--- src/nocPkg.sv ---
package nocPkg;

  // ==========================================================================
  // router dimensions and field widths.
  // ==========================================================================
  localparam int NumPorts = 5;
  localparam int LenW = 12;
  localparam int PayloadW = 32;

  // flit type code carried in every flit.
  typedef enum logic [2:0] {
    FLIT_HEAD = 3'd1,
    FLIT_BODY = 3'd2,
    FLIT_TAIL = 3'd3
  } flitKind_e;

  // input directions in rotation order.
  typedef enum logic [2:0] {
    PORT_L = 3'd0,
    PORT_N = 3'd1,
    PORT_E = 3'd2,
    PORT_W = 3'd3,
    PORT_S = 3'd4
  } portId_e;

  // one-hot arbiter states, owner bit is port index plus one.
  typedef enum logic [5:0] {
    ARB_IDLE = 6'b000001,
    ARB_L    = 6'b000010,
    ARB_N    = 6'b000100,
    ARB_E    = 6'b001000,
    ARB_W    = 6'b010000,
    ARB_S    = 6'b100000
  } arbState_e;

  // length counts all flits of the packet, header included.
  typedef struct packed {
    flitKind_e           kind;
    logic [LenW-1:0]     length;
    logic [PayloadW-1:0] payload;
  } flit_t;

endpackage
--- src/routerOutputPort.sv ---
`timescale 1ns/1ps

module routerOutputPort #(
  parameter int FifoDepth  = 8,
  parameter int OutCredits = 4
) (
  input  logic                        clk,
  input  logic                        rst,
  input  nocPkg::flit_t               inFlit [nocPkg::NumPorts],
  input  logic [nocPkg::NumPorts-1:0] inValid,
  output logic [nocPkg::NumPorts-1:0] creditOut,
  output nocPkg::flit_t               outFlit,
  output logic                        outValid,
  input  logic                        creditIn
);
  import nocPkg::*;

  flit_t               headFlits [NumPorts];
  logic [NumPorts-1:0] notEmpty;
  logic [NumPorts-1:0] pop;
  logic [NumPorts-1:0] lastFlit;
  logic                hasCredit;

  // ==========================================================================
  // per-direction buffer and packet timer.
  // ==========================================================================
  for (genvar p = 0; p < NumPorts; p++)
  begin : dirGen
    flitFifo #(
      .FifoDepth (FifoDepth)
    ) uFifo (
      .clk       (clk),
      .rst       (rst),
      .inFlit    (inFlit[p]),
      .inValid   (inValid[p]),
      .pop       (pop[p]),
      .headFlit  (headFlits[p]),
      .notEmpty  (notEmpty[p]),
      .creditOut (creditOut[p])
    );

    packetTimer uTimer (
      .clk      (clk),
      .rst      (rst),
      .headFlit (headFlits[p]),
      .pop      (pop[p]),
      .lastFlit (lastFlit[p])
    );
  end

  // ==========================================================================
  // arbiter and output link.
  // ==========================================================================
  portArbiter uArbiter (
    .clk       (clk),
    .rst       (rst),
    .notEmpty  (notEmpty),
    .hasCredit (hasCredit),
    .lastFlit  (lastFlit),
    .pop       (pop)
  );

  outputLink #(
    .OutCredits (OutCredits)
  ) uLink (
    .clk       (clk),
    .rst       (rst),
    .pop       (pop),
    .headFlits (headFlits),
    .creditIn  (creditIn),
    .outFlit   (outFlit),
    .outValid  (outValid),
    .hasCredit (hasCredit)
  );

endmodule

--- src/outputLink.sv ---
`timescale 1ns/1ps

module outputLink #(
  parameter int OutCredits = 4
) (
  input  logic                        clk,
  input  logic                        rst,
  input  logic [nocPkg::NumPorts-1:0] pop,
  input  nocPkg::flit_t               headFlits [nocPkg::NumPorts],
  input  logic                        creditIn,
  output nocPkg::flit_t               outFlit,
  output logic                        outValid,
  output logic                        hasCredit
);
  import nocPkg::*;

  localparam int CntW = $clog2(OutCredits + 1);

  logic [CntW-1:0] creditCount;
  flit_t           selFlit;
  logic            anyPop;

  // one-hot select of the popped head.
  always_comb
  begin
    selFlit = '0;
    for (int p = 0; p < NumPorts; p++)
    begin
      if (pop[p])
        selFlit = headFlits[p];
    end
  end

  assign anyPop = |pop;

  always_ff @(posedge clk)
  begin
    if (anyPop)
      outFlit <= selFlit;
  end

  always_ff @(posedge clk)
  begin
    if (rst)
    begin
      outValid    <= 1'b0;
      creditCount <= CntW'(OutCredits);
    end
    else
    begin
      outValid <= anyPop;
      case ({anyPop, creditIn})
        2'b10:   creditCount <= creditCount - 1'b1;
        2'b01:   creditCount <= creditCount + 1'b1;
        default: creditCount <= creditCount;
      endcase
    end
  end

  assign hasCredit = (creditCount != '0);

endmodule

--- src/portArbiter.sv ---
`timescale 1ns/1ps

module portArbiter (
  input  logic                        clk,
  input  logic                        rst,
  input  logic [nocPkg::NumPorts-1:0] notEmpty,
  input  logic                        hasCredit,
  input  logic [nocPkg::NumPorts-1:0] lastFlit,
  output logic [nocPkg::NumPorts-1:0] pop
);
  import nocPkg::*;

  arbState_e           state;
  arbState_e           nextState;
  portId_e             owner;
  logic                ownerValid;
  logic [NumPorts-1:0] ownerMask;
  logic                packetDone;

  // ==========================================================================
  // rotating search.
  // ==========================================================================

  // first requester at or after start wins.
  function automatic arbState_e pickFrom(
    input logic [NumPorts-1:0] req,
    input int                  start
  );
    arbState_e pick;
    int        idx;
    pick = ARB_IDLE;
    for (int i = NumPorts - 1; i >= 0; i--)
    begin
      idx = (start + i) % NumPorts;
      if (req[idx])
        pick = arbState_e'(6'b000010 << idx);
    end
    return pick;
  endfunction

  // ==========================================================================
  // owner decode and pop.
  // ==========================================================================
  always_comb
  begin
    ownerValid = 1'b1;
    owner      = PORT_L;
    case (state)
      ARB_L:   owner = PORT_L;
      ARB_N:   owner = PORT_N;
      ARB_E:   owner = PORT_E;
      ARB_W:   owner = PORT_W;
      ARB_S:   owner = PORT_S;
      default: ownerValid = 1'b0;
    endcase
  end

  always_comb
  begin
    ownerMask = '0;
    if (ownerValid)
      ownerMask[owner] = 1'b1;
  end

  // owner keeps the grant through empty or creditless cycles.
  assign pop = (hasCredit && |(ownerMask & notEmpty)) ? ownerMask : '0;

  assign packetDone = |(pop & lastFlit);

  // ==========================================================================
  // next state.
  // ==========================================================================
  always_comb
  begin
    nextState = state;
    if (!ownerValid)
      nextState = pickFrom(notEmpty, int'(PORT_L));
    else if (packetDone)
      // port just served drops out and re-enters through idle.
      nextState = pickFrom(notEmpty & ~ownerMask, int'(owner) + 1);
  end

  always_ff @(posedge clk)
  begin
    if (rst)
      state <= ARB_IDLE;
    else
      state <= nextState;
  end

endmodule

--- src/packetTimer.sv ---
`timescale 1ns/1ps

module packetTimer (
  input  logic          clk,
  input  logic          rst,
  input  nocPkg::flit_t headFlit,
  input  logic          pop,
  output logic          lastFlit
);
  import nocPkg::*;

  logic [LenW-1:0] pktLen;
  logic [LenW-1:0] sentCount;
  logic            isHead;

  assign isHead = (headFlit.kind == FLIT_HEAD);

  // counts forwarded flits, not cycles.
  always_ff @(posedge clk)
  begin
    if (rst)
    begin
      pktLen    <= '0;
      sentCount <= '0;
    end
    else if (pop)
    begin
      if (isHead)
      begin
        pktLen    <= headFlit.length;
        sentCount <= LenW'(1);
      end
      else if (lastFlit)
        sentCount <= '0;
      else
        sentCount <= sentCount + 1'b1;
    end
  end

  assign lastFlit = pop && !isHead && (sentCount == pktLen - 1'b1);

endmodule

--- src/flitFifo.sv ---
`timescale 1ns/1ps

module flitFifo #(
  parameter int FifoDepth = 8
) (
  input  logic          clk,
  input  logic          rst,
  input  nocPkg::flit_t inFlit,
  input  logic          inValid,
  input  logic          pop,
  output nocPkg::flit_t headFlit,
  output logic          notEmpty,
  output logic          creditOut
);
  import nocPkg::*;

  localparam int PtrW = (FifoDepth > 1) ? $clog2(FifoDepth) : 1;

  flit_t           mem [FifoDepth];
  logic [PtrW-1:0] rdPtr;
  logic [PtrW-1:0] wrPtr;
  logic [PtrW:0]   count;

  // storage, written whenever the sender pushes.
  always_ff @(posedge clk)
  begin
    if (inValid)
      mem[wrPtr] <= inFlit;
  end

  always_ff @(posedge clk)
  begin
    if (rst)
    begin
      rdPtr     <= '0;
      wrPtr     <= '0;
      count     <= '0;
      creditOut <= 1'b0;
    end
    else
    begin
      if (inValid)
        wrPtr <= (wrPtr == PtrW'(FifoDepth - 1)) ? '0 : wrPtr + 1'b1;
      if (pop)
        rdPtr <= (rdPtr == PtrW'(FifoDepth - 1)) ? '0 : rdPtr + 1'b1;
      case ({inValid, pop})
        2'b10:   count <= count + 1'b1;
        2'b01:   count <= count - 1'b1;
        default: count <= count;
      endcase
      // one credit back upstream per dequeued flit.
      creditOut <= pop;
    end
  end

  assign headFlit = mem[rdPtr];
  assign notEmpty = (count != '0);

endmodule

--- config.mk ---
export PLATFORM = sky130hd
export DESIGN_NAME = routerOutputPort
export DESIGN_NICKNAME = d
export VERILOG_FILES = /design/src/nocPkg.sv /design/src/routerOutputPort.sv /design/src/outputLink.sv /design/src/portArbiter.sv /design/src/packetTimer.sv /design/src/flitFifo.sv
export SDC_FILE = /design/constraint.sdc
export NUM_CORES = 2
export LEC_CHECK = 0
export ABC_AREA = 1
export ABC_CLOCK_PERIOD_IN_PS = 6000
export BUFFER_PORTS_ARGS = -buffer_cell sky130_fd_sc_hd__buf_2
export CAP_MARGIN = 20
export CORE_MARGIN = 2
export CORE_UTILIZATION = 50
export CTS_CLUSTER_DIAMETER = 150
export DETAILED_ROUTE_END_ITERATION = 6
export MAX_ROUTING_LAYER = met4
export PLACE_DENSITY = 0.66
export SLEW_MARGIN = 20
export SYNTH_ARGS = -nofsm -noshare
export SYNTH_HDL_FRONTEND = slang
export SYNTH_HIERARCHICAL = 1
export SYNTH_SLANG_ARGS = --single-unit
--- constraint.sdc ---
create_clock -name clk -period 6 [get_ports clk]
set_clock_uncertainty 0.2 [all_clocks]
set_input_delay 0.6 -clock clk [delete_from_list [all_inputs] [get_ports clk]]
set_output_delay 0.6 -clock clk [all_outputs]
set_load 0.005 [all_outputs]
==> summary.md <==
| Metric | Value |
|---|---|
| Status | `finished clean` |
| Worst Tran Pin Value | `1.14 ns` |
| Syn Nets | `8687` |
| Ys flop type | `edfxtp_1` |
| Library cells used by synthesis | `51` |
| Worst Setup Start Kind | `flop` |
| Final setup viols | `0` |
| Slew margin rel. | `between 20 and 25%` |
| Initial DRT Pass Iterations | `6` |
| Top post-synthesis cells by area | `edfxtp_1 63%, nand2_1 6.9%, nor2_1 5.5%, dfxtp_1 4.3%, o21ai_0 4.2%` |
| RD Place Congestion | `1.00` |
| F_max | `182 MHz` |
| Drt drc | `0` |
| Detail Route Antenna Nets | `0` |
| TritonCTS clock tree | `yes` |
| Starting Density | `50.3%` |
| Vias | `~64000` |
| Worst-path fanout max | `13` |
| Place WS | `0.400 ns` |
| GRT Residual Overflow | `0` |
| Cell taking the most area after synthesis | `edfxtp_1` |
| Io pins | `296` |
| Pwr per Cell Area | `323 nW/um^2` |
| First-pass GRT wire length | `about 370 mm` |
| Clk_lat worst skew | `~0.86 ns` |
| Buffers on Ports | `295` |
| Post-synthesis async set-or-reset flop share | `0%` |
| Clock sink count | `2127` |
| 1st-iter DRT viols | `6262` |
| Synthesized cell area | `about 92000 um^2` |
| CTS buffer count | `209` |
| Crit-path max cell delay | `0.41 ns` |
| Final Util | `57.3%` |
| Area growth from synthesis to final layout | `13.9%` |
| Critical path type | `reg2reg` |
| WHS | `0.0748 ns` |
| Routed wire length | `250 mm` |
| Die width | `about 430 um` |
| Row Count | `~160` |
| Final period demand of the worst path | `between 5 and 6 ns` |
| FF-to-FF setup slack | `slightly above 0.5 ns` |
| Sum Neg Setup Slack | `0 ns` |
| Mapped Cells | `8354` |
| Synthesized flop and latch total | `between 2000 and 2500` |
| Slew Viols, Final | `0` |
| Total global-route track usage | `26.9%` |
| Final Hold Violating Endpoints | `0` |
| DP Area | `95500 um^2` |
| Core area | `183000 um^2` |
| Wirelength per Cell | `between 20 and 25 um` |
| Critical-path top delay cell | `dfxtp_1` |
| CTS HTree Levels | `4` |
| Area share of the largest cell type after synthesis | `between 60% and 70%` |
| Vias/cell | `approximately 5.6` |
| Worst-path clk slew | `approximately 0.060 ns` |
| Tightest Hold Check Type | `in2reg` |
| Die Ht | `433 um` |
| Clock Tree Root | `clkbuf_16` |
| Detail Placement HPWL | `154 mm` |
| Die Footprint | `188000 um^2` |
| Syn Area/Cell | `11.0 um^2` |
| Synth Warn # | `6` |
| Final cycle utilization of the critical path | `approximately nine tenths` |
| CP arrival | `6.01 ns` |
| Design Area, Final | `about 100000 um^2` |
| Initial antenna violation count | `36` |
| Pleak | `0.0378 uW` |
| Max Cap Violations | `0` |
| Pin count of the biggest net entering global routing | `162` |
| Share of post-route cells with drive strength above 1 | `10.1%` |
| RSZ-0062 raised after global routing | `false` |
| Register area share after synthesis | `67.2%` |
| VDD IR max | `approximately 270 uV` |
| Fill count | `14982` |
| Final setup margin | `0.507 ns` |
| CP most frequent cell | `nand2_1` |
| Critical Path End Type | `flop` |
| # nets final | `around 9100` |
| Crit path required time | `between 6 and 7 ns` |
| Post-synth EDFFs | `1927` |
| Clock Tree Buf Depth | `3` |
| Vias in the first global route | `~60000` |
==> worst max-delay path, delay by kind of cell (launching register included) <==
kind,cells,cell delay (ns)
AND/OR/NAND/NOR,25,2.75
adder cells (fa/ha/maj),3,0.76
AO/OA/AOI/OAI,3,0.64
buffers and inverters,6,0.59
flip-flops,1,0.41
==> final cells by class <==
class                      count  area, um^2  area share [%]
timing repair buffer         637        4810            4.59
sequential                  2127       61900            59.0
antenna                       32        80.1          0.0763
clock buffer                 276        5680            5.41
multi-input combinational   5439       26800            25.6
clock inverter               117        1180            1.13
tap                         2464        3080            2.94
inverter                     350        1330            1.26
==> sequential cells by signal, indices dropped and copies added (netlist names), named ones only <==
signal	cells
dirGen.uFifo/creditOut	5
uLink/outFlit	47
dirGen.uFifo/mem	1880
dirGen.uFifo/wrPtr	15
dirGen.uTimer/pktLen	60
uLink/outValid	1
uArbiter/state	6
dirGen.uTimer/sentCount	60
dirGen.uFifo/count	20
uLink/creditCount	3
dirGen.uFifo/rdPtr	15
==> cells in the mapped netlist (all sizes together) (14+ instances only) <==
cell / n
dfxtp: 200
xnor2: 20
mux2i: 235
xor2: 35
clkbuf: 202
a211oi: 45
edfxtp: 1927
o21bai: 16
nor3: 41
buf: 236
nand4: 22
inv: 347
ha: 88
o21ai: 1039
nand2: 1709
nand3: 243
nor2: 1397
nor4: 14
o22ai: 237
a21oi: 241
==> timing repair <==
| action | in CTS | in global routing |
|---|---|---|
| endpoints found under the setup margin | 0 | 6 |
| hold buffers | 240 | 0 |
| gates resized for setup | 0 | 5 |
| hold endpoints to repair | 1904 | 0 |
| buffers inserted | 0 | 0 |
==> power by group <==
group	leakage, uW	internal (uW)	switching (uW)
clock	0.00335	7560	5510
combinational	0.0153	1100	2750
sequential	0.0191	16700	256
==> metrics by stage <==
stage	cells	total power [uW]
after floorplan	8354	19400
after global placement	10772	20800
after detailed placement	10774	20800
after CTS	11407	33900
after global routing	11438	35000
final	11442	33800
==> final timing paths <==
path | depth (start not counted) | endpoint | from
setup reg to reg | 37 | uArbiter/state[1]$_SDFFE_PP0P_ | uArbiter/state[4]$_SDFFE_PP0P_
hold / removal | 3 | dirGen[4].uFifo/wrPtr[1]$_SDFFE_PP0P_ | inValid[4]
setup / recovery | 37 | uArbiter/state[1]$_SDFFE_PP0P_ | uArbiter/state[4]$_SDFFE_PP0P_
hold reg to reg | 2 | dirGen[1].uTimer/pktLen[11]$_SDFFE_PP0P_ | dirGen[1].uTimer/pktLen[11]$_SDFFE_PP0P_
==> cells by family (layout without fill, tap and decap cells) <==
family / after synthesis / in the layout / synth area share [%]
other cells: 1 / 33 / 0.00407
compound gates: 1601 / 1601 / 9.29
mux: 235 / 235 / 2.55
buf+inv: 788 / 1380 / 4.09
xor+xnor: 55 / 55 / 0.531
fa+ha+maj: 90 / 90 / 1.24
flops: 2127 / 2127 / 67.2
simple gates: 3457 / 3457 / 15.1
==> metal layers <==
| metal | part of all wire (%) | track usage [%] |
|---|---|---|
| met5 | 0 | - |
| met2 | 46 | 40.8 |
| met3 | 7.3 | 3.97 |
| met4 | 4.9 | 12.3 |
| met1 | 42 | 36.1 |
==> cells in the final DEF, fill, tap and decap left out, types with 9 or more instances in the layout <==
cell	count
a211oi_1	45
a21oi_1	236
buf_2	294
buf_4	91
bufinv_16	21
clkbuf_1	53
clkbuf_16	214
clkbuf_8	9
clkinv_1	45
clkinv_2	36
dfxtp_1	185
dfxtp_4	10
diode_2	32
dlygate4sd3_1	240
edfxtp_1	1927
ha_1	87
inv_1	322
inv_2	18
mux2i_1	235
nand2_1	1682
nand2_2	24
nand3_1	225
nand3_2	17
nand3b_1	12
nand4_1	22
nor2_1	1293
nor2_2	44
nor2_4	60
nor3_1	41
nor3b_1	10
nor4_1	14
o21ai_0	769
o21ai_1	268
o21bai_1	11
o22ai_1	237
xnor2_1	20
xor2_1	34
Power figures use the tool's default switching activity.
